--- config.mk ---
export PLATFORM = sky130hd
export DESIGN_NAME = twiddle_rom
export DESIGN_NICKNAME = d
export VERILOG_FILES = /design/src/pe_pkg.sv /design/src/twiddle_rom.sv
export SDC_FILE = /design/constraint.sdc
export NUM_CORES = 1
export LEC_CHECK = 0
export ABC_AREA = 1
export BUFFER_PORTS_ARGS = -buffer_cell sky130_fd_sc_hd__buf_2
export CELL_PAD_IN_SITES_DETAIL_PLACEMENT = 0
export CELL_PAD_IN_SITES_GLOBAL_PLACEMENT = 1
export CORE_UTILIZATION = 30
export CTS_CLUSTER_SIZE = 10
export DETAILED_ROUTE_END_ITERATION = 16
export PLACE_DENSITY = 0.65
export SLEW_MARGIN = 20
export SYNTH_ARGS = -nofsm -noshare
export SYNTH_HDL_FRONTEND = slang
export SYNTH_SLANG_ARGS = --single-unit
--- constraint.sdc ---
create_clock -name clk -period 1.08 [get_ports clk]
set_input_delay 0 -clock clk [delete_from_list [all_inputs] [get_ports clk]]
set_output_delay 0 -clock clk [all_outputs]
set_load 0.005 [all_outputs]
--- src/pe_pkg.sv ---
//////////////////////////////
// shared widths and opcodes
//////////////////////////////

package pe_pkg;

    // one real or imaginary part, two's complement
    localparam int DATA_W = 16;

    // packed complex sample
    // real part in the upper half, imaginary in the lower
    localparam int CPLX_W = 2 * DATA_W;

    // twiddle table size
    localparam int COEF_DEPTH = 16;

    // address width follows the table depth
    localparam int COEF_ADDR_W = $clog2(COEF_DEPTH);

    // pe instruction opcodes
    // OP_ADD    a + b
    // OP_CMUL   a * b
    // OP_MULADD a + b * w
    // OP_MULSUB a - b * w
    typedef enum logic [1:0] {
        OP_ADD    = 2'd0,
        OP_CMUL   = 2'd1,
        OP_MULADD = 2'd2,
        OP_MULSUB = 2'd3
    } pe_op_t;

endpackage

--- src/twiddle_rom.sv ---
`timescale 1ns/1ps

module twiddle_rom (
    input  logic                           clk,
    input  logic                           rst_n,
    input  logic [pe_pkg::COEF_ADDR_W-1:0] addr,
    output logic [pe_pkg::CPLX_W-1:0]      data
);
    import pe_pkg::*;

    logic [CPLX_W-1:0] entry;

    //////////////////////////////
    // twiddle table
    //////////////////////////////

    // {cos, -sin} of 2*pi*k/16 in Q1.14
    // +1.0 clipped to 16383
    always_comb begin
        case (addr)
            4'd0:    entry = 32'h3FFF_0000;
            4'd1:    entry = 32'h3B21_E782;
            4'd2:    entry = 32'h2D41_D2BF;
            4'd3:    entry = 32'h187E_C4DF;
            // -j
            4'd4:    entry = 32'h0000_C000;
            4'd5:    entry = 32'hE782_C4DF;
            4'd6:    entry = 32'hD2BF_D2BF;
            4'd7:    entry = 32'hC4DF_E782;
            // -1
            4'd8:    entry = 32'hC000_0000;
            4'd9:    entry = 32'hC4DF_187E;
            4'd10:   entry = 32'hD2BF_2D41;
            4'd11:   entry = 32'hE782_3B21;
            // +j, clipped
            4'd12:   entry = 32'h0000_3FFF;
            4'd13:   entry = 32'h187E_3B21;
            4'd14:   entry = 32'h2D41_2D41;
            default: entry = 32'h3B21_187E;
        endcase
    end

    // one cycle read
    always_ff @(posedge clk or negedge rst_n) begin
        if (!rst_n) begin
            data <= '0;
        end else begin
            data <= entry;
        end
    end

endmodule

==> results of run 1 <==
==> layer usage <==
metal	global-route usage, %	part of all wire (%)	vias up
met1	15.68	48	451
met4	6.522	2.4	0
met3	1.736	4.5	5
met2	18.49	45	32
li1	-	-	503
met5	0	0	-
==> area by class of cell <==
class | instances | area [um^2]
clock buffer | 3 | 41.29
clock inverter | 1 | 30.03
fill | 401 | 2321
inverter | 11 | 46.29
multi-input combinational | 99 | 489.2
sequential | 22 | 550.5
tap | 48 | 60.06
timing repair buffer | 43 | 232.7
==> timing repair <==
action,4_1_cts,5_1_grt
hold buffers,1,0
endpoints found under the hold margin,22,0
setup endpoints to repair,0,0
==> logic make-up after synthesis <==
family	after synthesis	synth area share, %
adders and majority gates	8	8.214
AOI/OAI and AO/OA	6	2.463
and+or+nand+nor	85	29.47
DFF	22	45.17
buffers and inverters	27	14.68
==> power breakdown <==
group	internal, W	switching, W	total, W
logic	0.000163	0.000226	0.000388
registers	0.000898	0.0000212	0.000920
clock network	0.000495	0.000257	0.000752
==> metrics by stage <==
step / utilization [%] / hold WS, ns
2_1_floorplan: - / -0.2956
3_3_place_gp: 36.30 / -0.02185
3_5_place_dp: 36.30 / -0.01105
4_1_cts: 38.45 / 0.06381
5_1_grt: 38.45 / 0.07083
6_report: 38.45 / 0.05681
==> cells in the final DEF, fill, tap and decap left out, types with 3 or more instances in the layout <==
| cell type | instances |
|---|---|
| nand2_1 | 64 |
| inv_1 | 7 |
| ha_1 | 8 |
| a21oi_1 | 3 |
| clkbuf_8 | 3 |
| dfrtp_1 | 22 |
| nand2_2 | 6 |
| buf_4 | 5 |
| buf_2 | 37 |
| nand3_1 | 14 |
| o21ai_1 | 3 |
==> final timing paths <==
kind,start,endpoint,slack (ns),cells past startpoint
min in group asynchronous,rst_n,data[23]$_DFF_PN0_,0.22,2
max in group asynchronous,rst_n,data[6]$_DFF_PN0_,0.54,2
min,addr[3],data[15]$_DFF_PN0_,0.06,2
max,data[12]$_DFF_PN0_,data[5],0.31,1
==> qor.csv, run 1 <==
metric,value,unit
largest net degree at the start of global routing,23,
CTS sink count,22,
"Cell Area, Placed",0.001369,mm^2
Post-Place Setup Slack,0.1091,ns
Commonest cells post-synth,"nand2_1, dfrtp_1, nand3_1",
Tmin final,0.7709,ns
Post-Layout Cell Count,227,
GPL Wtd Cong,0.7825,
Final setup viols,0,
htree depth,1,
synth unique cells,14,
synth warn,0,
post-cts sizing count,0,
Largest register FFs,22,
Worst setup EP type,output pin,
Post-CTS Setup Inserts,0,
outcome,completed,
TritonCTS buffer count,3,
initial antenna violation count,0,
Final ANT Viol Nets,0,
Final #Nets,194,
Setup WS post-layout,0.3091,ns
WL/cell,10.26,um
CTS tree,done,
"EDFF count, synth",0,
maximum clock insertion buffer count,2,
sequential cell area fraction in the yosys report,45.17,%
mapped cell area,0.001219,mm^2
Pwr Total,0.002060,W
CP Launch Type,flip-flop,
top flop regs,data (22),
Top reg by flops,data,
router iterations before antenna repair,6,
most common cell in the netlist,nand2_1,
Die X,65.74,um
Hold WC Path Type,input pin to flip-flop,
share of synthesized flip-flops with an asynchronous set or reset,100.0,%
Yosys top cell by area,dfrtp_1,
Worst Path Required,1.08,ns
Arrival @ worst endpoint,0.77,ns
RSZ-0062 raised after global routing,no,
global route overflow,0,
core area,0.003771,mm^2
crit-path cells,buf_2,
Leakage,0.8589,nW
actual slew at the worst max-slew pin,0.4643,ns
Syn Nets,162,
Area Growth Syn to Fin,18.99,%
GRT Total Usage,11.89,%
CTS root buf,clkbuf_8,
placed cells,222,
max incr delay on CP,0.38,ns
syn avg cell area,8.234,um^2
IO Count,38,
share of the synthesized area in the top cell type,45.17,%
#FFs+latches synth,22,
slew margin rel.,69.05,%
Ant. Diodes,0,
port buffer count,37,
vias per inst,4.366,
max-slew violations,0,
Critical Path Fanout Max,2,
predominant post-synthesis flop cell,dfrtp_1,
final hold vios,0,
DRC,0,
post-route setup TNS,0,ns
Die ar.,0.004321,mm^2
dpl hpwl,1771,um
vias in the first global route,874,
Cell Rows,22,
Initial Util,32.32,%
Final Instance Area,0.001450,mm^2
Chip Height,65.74,um
layout cell share with drive strength beyond 1,31.84,%
CP Class,flip-flop to output pin,
global-route wire length before repair,3877,um
DR iter-0 viols,15,
"Slowest-stage cell, CP",dfrtp_1,
largest cells by area after synthesis,"dfrtp_1, nand2_1, ha_1, buf_4, nand3_1",
Synth Instances,148,
Clock Pin Slew Worst Setup and Hold Paths,0.08,ns
period utilization,71.38,%
Peak VDD IR,653.1,uV
Crit path max-delay family,flip-flops,
fmax,1297,MHz
max-cap violations,0,
Via Count,991,
CP bufs+invs,1,
final wirelength,2329,um
PwrDens,1420,mW/mm^2
(Power assumes the default switching activity.)
==> run 2, diff against run 1 <==
- clock period: 1.08 -> 0.8 ns (I/O delays scaled with it)
==> run 2 against run 1 <==
Effect of this change: die area did not move; core utilization up 0.17 points; critical path depth unchanged; via count decreased by 0.50%; sequential power rose by 35%; flip-flop and latch count did not move; worst setup slack lost 0.27 ns; cell count grew 1.3%; highest routed layer unchanged.
==> qor.csv, run 2 (same netlist as run 1, synthesis figures left out) <==
metric,value,unit,change
Cell Rows,22,,unchanged
outcome,completed,,unchanged
slew margin rel.,68.95,%,was 69.05%
Worst Path Required,0.80,ns,was 1.08 ns
actual slew at the worst max-slew pin,0.4658,ns,was 0.4643 ns
period utilization,94.68,%,
RSZ-0062 raised after global routing,yes,,was no
"commonest non-fill, non-tap cells in the layout","nand2_1, buf_2, dfrtp_1",,unchanged
GPL Wtd Cong,0.8342,,was 0.7825
Hold WC Path Type,input pin to flip-flop,,unchanged
Final ANT Viol Nets,0,,unchanged
Clock Pin Slew Worst Setup and Hold Paths,0.08,ns,about the same
layout cell share with drive strength beyond 1,32.97,%,was 31.84%
cell depth of the worst hold path,2,,unchanged
vias per inst,4.287,,was 4.366
Final #Nets,197,,was 194
Post-CTS Setup Inserts,0,,unchanged
Die ar.,0.004321,mm^2,unchanged
Arrival @ worst endpoint,0.76,ns,was 0.77 ns
max-cap violations,0,,unchanged
port buffer count,37,,unchanged
placed cells,225,,was 222
crit-path cells,buf_2,,unchanged
Tmin final,0.7574,ns,
GRT Total Usage,12.81,%,was 11.89%
CTS root buf,clkbuf_8,,unchanged
Area Growth Syn to Fin,19.51,%,was 18.99%
Leakage,0.8667,nW,was 0.8589 nW
Chip Height,65.74,um,unchanged
final hold vios,0,,unchanged
"Slowest-stage cell, CP",dfrtp_1,,unchanged
Crit path max-delay family,flip-flops,,unchanged
post-cts sizing count,0,,unchanged
fill cell count,401,,unchanged
CP Launch Type,flip-flop,,unchanged
Die X,65.74,um,unchanged
vias in the first global route,985,,was 874
CP bufs+invs,1,,unchanged
CTS tree,done,,unchanged
global route overflow,0,,unchanged
Largest register FFs,22,,unchanged
fmax,1320,MHz,
CP Class,flip-flop to output pin,,unchanged
Post-Place Setup Slack,-0.1329,ns,was 0.1091 ns
Setup WS post-layout,0.04260,ns,was 0.3091 ns
IO Count,38,,unchanged
DR iter-0 viols,30,,was 15
router iterations before antenna repair,4,,was 6
"commonest non-fill, non-tap cell in the layout",nand2_1,,unchanged
max incr delay on CP,0.37,ns,was 0.38 ns
htree depth,1,,unchanged
Hold Startpoint,addr[3],,unchanged
Top reg by flops,data,,unchanged
WL/cell,10.53,um,was 10.26 um
Peak VDD IR,584.1,uV,was 653.1 uV
TritonCTS buffer count,3,,unchanged
Critical Path Fanout Max,2,,unchanged
initial antenna violation count,0,,unchanged
Worst setup EP type,output pin,,unchanged
Reg area,550.5,um^2,unchanged
Ant. Diodes,0,,unchanged
CTS sink count,22,,unchanged
dpl hpwl,1896,um,was 1771 um
PwrDens,1746,mW/mm^2,was 1420 mW/mm^2
largest net degree at the start of global routing,23,,unchanged
DRC,0,,unchanged
final wirelength,2422,um,was 2329 um
area of the multi-input gates,489.2,um^2,unchanged
maximum clock insertion buffer count,2,,unchanged
final core utilization,38.62,%,was 38.45%
Post-Layout Cell Count,230,,was 227
sink of the worst hold path,data[15]$_DFF_PN0_,,unchanged
core area,0.003771,mm^2,unchanged
Via Count,986,,was 991
top flop regs,data (22),,unchanged
global-route wire length before repair,4215,um,was 3877 um
Initial Util,32.32,%,unchanged
max-slew violations,0,,unchanged
Final setup viols,0,,unchanged
[run 2: cell types whose count changed in the layout (fill, tap and decap cells not counted)]
cell,before,now
buf_4,5,8
bufinv_16,1,0
clkbuf_8,3,4
[run 2: area by class of cell]
| cell class | count | area share, % |
|---|---|---|
| Clock buffer | 4 | 3.780 |
| Multi-Input combinational cell | 99 | 33.59 |
| Tap cell | 48 | 4.124 |
| Timing Repair Buffer | 46 | 17.53 |
| Inverter | 11 | 3.179 |
| Sequential cell | 22 | 37.80 |
[run 2: stage by stage]
stage	instance area, um^2	total power [W]	hold WS (ns)	setup TNS (ns)
floorplan	1219	0.001628	-0.2956	0
global route	1456	0.002731	0.01171	-0.03066
CTS	1456	0.002589	0.01621	0
detailed placement	1391	0.001810	-0.01335	-1.384
finish	1456	0.002543	0.02358	0
global placement	1391	0.001807	-0.02015	-1.061
[run 2: how the worst max path moves through the flow]
stage	start	endpoint	slack, ns	cells after the start
floorplan	addr[1]	data[20]$_DFF_PN0_	0.01	7
global placement	addr[1]	data[20]$_DFF_PN0_	-0.11	8
detailed placement	addr[0]	data[20]$_DFF_PN0_	-0.13	8
CTS	data[4]$_DFF_PN0_	data[3]	0.02	1
global route	data[20]$_DFF_PN0_	data[19]	-0.008	1
finish	data[21]$_DFF_PN0_	data[28]	0.04	1
[run 2: what timing repair did]
action	4_1_cts	5_1_grt
endpoints found under the setup margin	0	9
hold endpoints to repair	22	0
hold buffers	1	0
[run 2: report_power, final]
part / internal [W] / leakage (nW) / switching [W] / total, W
Sequential: 0.00121 / 0.265 / 0.0000281 / 0.00124
Clock: 0.000437 / 0.0288 / 0.000324 / 0.000761
Combinational: 0.000229 / 0.573 / 0.000312 / 0.000541
Total: 0.00188 / 0.867 / 0.000663 / 0.00254
[run 2: routing by layer]
metal  track usage (%)  part of all wire [%]  wire length (um)  vias up
li1                  -                     -                 -      506
met1             16.32                    47              1139      452
met2             21.05                    48              1165       26
met3             1.563                   3.4                83        2
met4             6.522                   1.4                33        0
met5                 0                     0                 0        -
