[src/pe_pkg.sv]
//////////////////////////////
// shared widths and opcodes
//////////////////////////////

package pe_pkg;

    // one real or imaginary part, two's complement
    localparam int DATA_W = 16;

    // packed complex sample
    // real part in the upper half, imaginary in the lower
    localparam int CPLX_W = 2 * DATA_W;

    // twiddle table size
    localparam int COEF_DEPTH = 16;

    // address width follows the table depth
    localparam int COEF_ADDR_W = $clog2(COEF_DEPTH);

    // pe instruction opcodes
    // OP_ADD    a + b
    // OP_CMUL   a * b
    // OP_MULADD a + b * w
    // OP_MULSUB a - b * w
    typedef enum logic [1:0] {
        OP_ADD    = 2'd0,
        OP_CMUL   = 2'd1,
        OP_MULADD = 2'd2,
        OP_MULSUB = 2'd3
    } pe_op_t;

endpackage

[src/cmplx_mac.sv]
`timescale 1ns/1ps

module cmplx_mac #(
    parameter int FRAC_BITS = 14
) (
    input  logic                      clk,
    input  logic                      rst_n,
    input  logic                      in_v,
    input  pe_pkg::pe_op_t            op,
    input  logic [pe_pkg::CPLX_W-1:0] a,
    input  logic [pe_pkg::CPLX_W-1:0] b,
    input  logic [pe_pkg::CPLX_W-1:0] w,
    output logic                      out_v,
    output logic [pe_pkg::CPLX_W-1:0] result
);
    import pe_pkg::*;

    // full product sum needs one bit of growth
    localparam int PROD_W = 2 * DATA_W + 1;

    logic signed [DATA_W-1:0] x_re, x_im;
    logic signed [DATA_W-1:0] b_re, b_im;
    logic signed [PROD_W-1:0] p_re_full, p_im_full;
    logic signed [PROD_W-1:0] p_re_sh, p_im_sh;
    logic signed [DATA_W-1:0] p_re_d, p_im_d;

    // stage 1 registers
    logic                     v1_q;
    pe_op_t                   op1_q;
    logic        [CPLX_W-1:0] a1_q;
    logic signed [DATA_W-1:0] p_re_q, p_im_q;

    // stage 2 combinational sum
    logic signed [DATA_W-1:0] a_re, a_im;
    logic signed [DATA_W-1:0] s_re, s_im;

    //////////////////////////////
    // stage 1: products
    //////////////////////////////

    always_comb begin
        // a*b for cmul, b*w otherwise
        x_re = (op == OP_CMUL) ? a[CPLX_W-1:DATA_W] : w[CPLX_W-1:DATA_W];
        x_im = (op == OP_CMUL) ? a[DATA_W-1:0] : w[DATA_W-1:0];
        b_re = b[CPLX_W-1:DATA_W];
        b_im = b[DATA_W-1:0];
        // operands sign-extend to PROD_W before multiply
        p_re_full = x_re * b_re - x_im * b_im;
        p_im_full = x_re * b_im + x_im * b_re;
        p_re_sh   = p_re_full >>> FRAC_BITS;
        p_im_sh   = p_im_full >>> FRAC_BITS;
        // add passes b untouched
        if (op == OP_ADD) begin
            p_re_d = b_re;
            p_im_d = b_im;
        end else begin
            p_re_d = p_re_sh[DATA_W-1:0];
            p_im_d = p_im_sh[DATA_W-1:0];
        end
    end

    always_ff @(posedge clk) begin
        op1_q  <= op;
        a1_q   <= a;
        p_re_q <= p_re_d;
        p_im_q <= p_im_d;
    end

    //////////////////////////////
    // stage 2: accumulate
    //////////////////////////////

    always_comb begin
        a_re = a1_q[CPLX_W-1:DATA_W];
        a_im = a1_q[DATA_W-1:0];
        // sums wrap at DATA_W
        case (op1_q)
            OP_MULSUB: begin
                s_re = a_re - p_re_q;
                s_im = a_im - p_im_q;
            end
            OP_CMUL: begin
                s_re = p_re_q;
                s_im = p_im_q;
            end
            default: begin
                s_re = a_re + p_re_q;
                s_im = a_im + p_im_q;
            end
        endcase
    end

    always_ff @(posedge clk) begin
        result <= {s_re, s_im};
    end

    // valid pipe
    always_ff @(posedge clk or negedge rst_n) begin
        if (!rst_n) begin
            v1_q  <= 1'b0;
            out_v <= 1'b0;
        end else begin
            v1_q  <= in_v;
            out_v <= v1_q;
        end
    end

endmodule

[src/pe.sv]
`timescale 1ns/1ps

module pe #(
    parameter int FRAC_BITS = 14
) (
    input  logic                           clk,
    input  logic                           rst_n,
    input  logic                           din_v,
    input  logic [pe_pkg::CPLX_W-1:0]      din,
    input  logic                           shift_in_v,
    input  pe_pkg::pe_op_t                 shift_in_op,
    input  logic [pe_pkg::COEF_ADDR_W-1:0] shift_in_coef,
    input  logic                           coef_gnt,
    input  logic                           coef_rvalid,
    input  logic [pe_pkg::CPLX_W-1:0]      coef_data,
    output logic                           dout_v,
    output logic [pe_pkg::CPLX_W-1:0]      dout,
    output logic                           shift_out_v,
    output pe_pkg::pe_op_t                 shift_out_op,
    output logic [pe_pkg::COEF_ADDR_W-1:0] shift_out_coef,
    output logic                           coef_req,
    output logic [pe_pkg::COEF_ADDR_W-1:0] coef_addr,
    output logic                           ready
);
    import pe_pkg::*;

    // held instruction
    pe_op_t                 op_q;
    logic [COEF_ADDR_W-1:0] coef_idx_q;

    // coefficient fetch state
    logic                   req_q;
    logic                   granted_q;
    logic                   ready_q;
    logic [CPLX_W-1:0]      w_q;

    // sample pairing
    logic                   phase_q;
    logic [CPLX_W-1:0]      a_q;

    logic                   need_coef;
    logic                   coef_take;
    logic                   pair_v;

    // only the multiply-accumulate ops read the rom
    assign need_coef = (shift_in_op == OP_MULADD) || (shift_in_op == OP_MULSUB);

    // return counts only if granted since the latest load
    assign coef_take = coef_rvalid && granted_q && !shift_in_v;

    // phase high means this sample is b
    assign pair_v = din_v && phase_q;

    //////////////////////////////
    // instruction and fetch
    //////////////////////////////

    always_ff @(posedge clk or negedge rst_n) begin
        if (!rst_n) begin
            op_q        <= OP_ADD;
            coef_idx_q  <= '0;
            shift_out_v <= 1'b0;
            req_q       <= 1'b0;
            granted_q   <= 1'b0;
            ready_q     <= 1'b1;
            phase_q     <= 1'b0;
        end else begin
            // old instruction leaves as the new one lands
            shift_out_v <= shift_in_v;
            if (shift_in_v) begin
                op_q       <= shift_in_op;
                coef_idx_q <= shift_in_coef;
                // a grant in this cycle is lost, request again
                req_q      <= need_coef;
                granted_q  <= 1'b0;
                ready_q    <= !need_coef;
                // pairing restarts at a
                phase_q    <= 1'b0;
            end else begin
                if (din_v) begin
                    phase_q <= ~phase_q;
                end
                if (req_q && coef_gnt) begin
                    req_q     <= 1'b0;
                    granted_q <= 1'b1;
                end
                if (coef_take) begin
                    granted_q <= 1'b0;
                    ready_q   <= 1'b1;
                end
            end
        end
    end

    //////////////////////////////
    // payload registers
    //////////////////////////////

    always_ff @(posedge clk) begin
        if (shift_in_v) begin
            shift_out_op   <= op_q;
            shift_out_coef <= coef_idx_q;
        end
        if (coef_take) begin
            w_q <= coef_data;
        end
        // first of the pair waits here
        if (din_v && !phase_q) begin
            a_q <= din;
        end
    end

    assign coef_req  = req_q;
    assign coef_addr = coef_idx_q;
    assign ready     = ready_q;

    //////////////////////////////
    // datapath
    //////////////////////////////

    // b goes in straight from din, a from the register
    cmplx_mac #(
        .FRAC_BITS (FRAC_BITS)
    ) u_mac (
        .clk    (clk),
        .rst_n  (rst_n),
        .in_v   (pair_v),
        .op     (op_q),
        .a      (a_q),
        .b      (din),
        .w      (w_q),
        .out_v  (dout_v),
        .result (dout)
    );

endmodule

[config.mk]
export PLATFORM = sky130hd
export DESIGN_NAME = pe
export DESIGN_NICKNAME = d
export VERILOG_FILES = /design/src/pe_pkg.sv /design/src/cmplx_mac.sv /design/src/pe.sv
export SDC_FILE = /design/constraint.sdc
export NUM_CORES = 2
export LEC_CHECK = 0
export BUFFER_PORTS_ARGS = -buffer_cell sky130_fd_sc_hd__buf_2
export CAP_MARGIN = 20
export CELL_PAD_IN_SITES_DETAIL_PLACEMENT = 1
export CELL_PAD_IN_SITES_GLOBAL_PLACEMENT = 2
export CORE_MARGIN = 5
export CORE_UTILIZATION = 39
export DETAILED_ROUTE_END_ITERATION = 10
export PLACE_DENSITY_LB_ADDON = 0.2
export SKIP_LAST_GASP = 1
export SYNTH_ARGS = -nofsm -noshare
export SYNTH_HDL_FRONTEND = slang
export SYNTH_SLANG_ARGS = --single-unit
[constraint.sdc]
create_clock -name clk -period 8.1 [get_ports clk]
set_input_delay 1.215 -clock clk [delete_from_list [all_inputs] [get_ports clk]]
set_output_delay 1.215 -clock clk [all_outputs]
set_load 0.03 [all_outputs]
==> metrics.txt <==
total CTS buffers=17; cell taking the most area after synthesis=fa_1; grt ovf=0; slowest CP cell=fa_1; Crit Path Class=flop to flop; Place WS=-0.701 ns; global placement routability congestion=between 0.9 and 1; count of cell types in the netlist=61; Hold Slack=about 0.36 ns; root buffer cell=clkbuf_16; DRT iter0 DRCs=around 1700; vias in the first global route=37877; setup_tns=-2.47 ns; # IOs=122; fin nets=6660; pin count of the biggest net entering global routing=63; Row Count=124; met3 usage=between 2 and 2.5%; Worst EP required=around 8.4 ns; # fillers=around 13000; Post-CTS Hold Fix Bufs=0; Mapped Area=around 45000 um^2; Area contributors post-synth=fa_1, inv_1, ha_1; die height=between 300 and 400 um; met2 GRT Util=a little under half; Vias/cell=4.91; Slew Limit Fails=0; Setup crit start kind=flop; grt peak-use layer=met2; Final min period=about 8.3 ns; min-delay worst type=flop to flop; # port buffers=121; peak fanout along the critical path=7; register area share after synthesis=~10%; RSZ-0062 raised after global routing=true; Area Growth Syn to Fin=18.6%; Top cell by count, worst path=fa_1; ys async rst share=under 10%; die area=123000 um^2; commonest non-fill, non-tap cell in the layout=inv_1; final period utilization=103%; final setup violation count=22; Net Count, Synth=between 6000 and 7000; final hold vios=0; DR pass1 iterations=5; Max Fclk=approximately 0.12 GHz; CTS tree=yes; clock-pin slew on the worst setup and hold paths=roughly 0.080 ns; initial antenna violation count=9; total of max-cap violations=0; most frequent cells in the layout=inv_1, fa_1, nand2_1, and2_1, buf_4; post-synthesis register bit count=181; Arr. time, crit path=~8.6 ns; Post-Syn Instances=4704; Horiz. Die Dim=~350 um; DR vias=about 33000; Max-Slew Margin vs Limit=a little over a quarter; final worst slack=-0.209 ns; clk sinks=~180; drt drc=0; routed wire length=157 mm; violated checks=negative setup slack; Mean Syn Cell Area=slightly below 10 um^2; status=finished with violations; WL per Instance=23.5 um; HPWL Detailed=about 130 mm; clock skew=0.0208 ns; top cell type's share of synthesized area=48.1%; core area=between 100000 and 150000 um^2; warnings from Yosys=0; Post-synth EDFFs=70; Worst setup EP type=flop; share of layout cells above drive strength 1=between 10% and 20%; Max Buffers Root-to-Sink=2; max incr delay on CP=between 0.5 and 0.6 ns; Post-synth top flop=dfxtp_1; Routed Antenna Nets=0; M1 GR Usage=~36%; worst-margin pin slew=1.09 ns; gr usage total=around a quarter; first-pass GRT wire length=about 240 mm; H-tree level count=4; clock latency on the worst-skew pair=0.45 ns; Starting Density=39.4%
==> state kept, by name, summed over array words and instances, names as in the netlist <==
signal,flops
shift_out_op,2
coef_addr,4
phase_q,1
op_q,2
shift_out_v,1
coef_req,1
u_mac.p_im_q,16
u_mac.p_re_q,16
w_q,32
granted_q,1
shift_out_coef,4
u_mac.op1_q,2
u_mac.result,32
u_mac.out_v,1
u_mac.a1_q,32
ready,1
u_mac.v1_q,1
a_q,32
==> stage by stage <==
| step | instances | cell area, um^2 | utilization, % |
|---|---|---|---|
| after detailed placement | 6609 | 51300 | 44.8 |
| after global routing | 6705 | 53600 | 46.7 |
| after floorplan | 4704 | 45200 | - |
| after global placement | 6609 | 51300 | 44.8 |
| final | 6707 | 53600 | 46.8 |
| after CTS | 6688 | 53100 | 46.3 |
==> synth_stat cells, types with 43 or more instances <==
master,n
edfxtp_1,70
o21ai_0,48
xnor2_1,106
xor2_1,45
ha_1,319
and2_1,533
clkbuf_1,208
nand2_1,528
nor2_1,88
fa_1,1086
a21oi_1,72
inv_1,1228
mux2_2,43
dfxtp_1,98
==> kinds of logic (layout without fill, tap and decap cells) <==
group | Yosys count | count (layout) | share of synthesized area [%]
compound gates | 237 | 237 | 3.31
buf+inv | 1440 | 1928 | 12.0
fa+ha+maj | 1405 | 1405 | 57.0
simple gates | 1229 | 1229 | 13.6
mux | 60 | 60 | 1.48
xor+xnor | 152 | 152 | 2.98
other cells | 0 | 3 | 0
flops | 181 | 181 | 9.72
==> cell type report <==
type | instances | area, um^2 | share of cell area [%]
Antenna cell | 3 | 7.51 | 0.0140
Clock buffer | 17 | 425 | 0.794
Clock inverter | 15 | 159 | 0.296
Inverter | 1229 | 4610 | 8.61
Multi-Input combinational cell | 3083 | 36200 | 67.6
Sequential cell | 181 | 4390 | 8.19
Tap cell | 1512 | 1890 | 3.53
Timing Repair Buffer | 667 | 5900 | 11.0
==> worst max-delay path, delay by kind of cell (launching register included) <==
family | cells | cell delay [ns]
AO/OA/AOI/OAI | 7 | 1.12
XOR/XNOR | 1 | 0.08
adder cells (fa/ha/maj) | 9 | 4.22
buffers and inverters | 11 | 1.35
flip-flops | 1 | 0.41
multiplexers | 2 | 0.64
AND/OR/NAND/NOR | 2 | 0.33
==> final timing paths <==
check	start	end	slack (ns)	depth (start not counted)
max	op_q[1]$_DFFE_PN0P_	u_mac.p_re_q[12]$_DFF_P_	-0.21	32
min	u_mac.v1_q$_DFF_PN0_	u_mac.out_v$_DFF_PN0_	0.36	0
max reg2reg	op_q[1]$_DFFE_PN0P_	u_mac.p_re_q[12]$_DFF_P_	-0.21	32
min reg2reg	u_mac.v1_q$_DFF_PN0_	u_mac.out_v$_DFF_PN0_	0.36	0
max in group asynchronous	rst_n	ready$_DFFE_PN1N_	7.16	1
min in group asynchronous	rst_n	shift_out_v$_DFF_PN0_	0.65	1
==> metal layers <==
layer / up-vias / share of wire [%] / routed length [um]
li1: 14530 / - / -
met1: 17492 / 43 / 68100
met2: 708 / 50 / 77900
met3: 177 / 4.1 / 6390
met4: 0 / 3.2 / 4960
met5: - / 0 / 0
==> what timing repair did <==
item                       4_1_cts  5_1_grt
cloned                           3        2
setup endpoints to repair       27       28
pin swaps                      109       82
gates resized for setup        173       96
buffers inserted                49       16
Power is left out: the tool's default activity adds up to more than one toggle a clock period on the data nets, which glitch-free logic cannot reach.
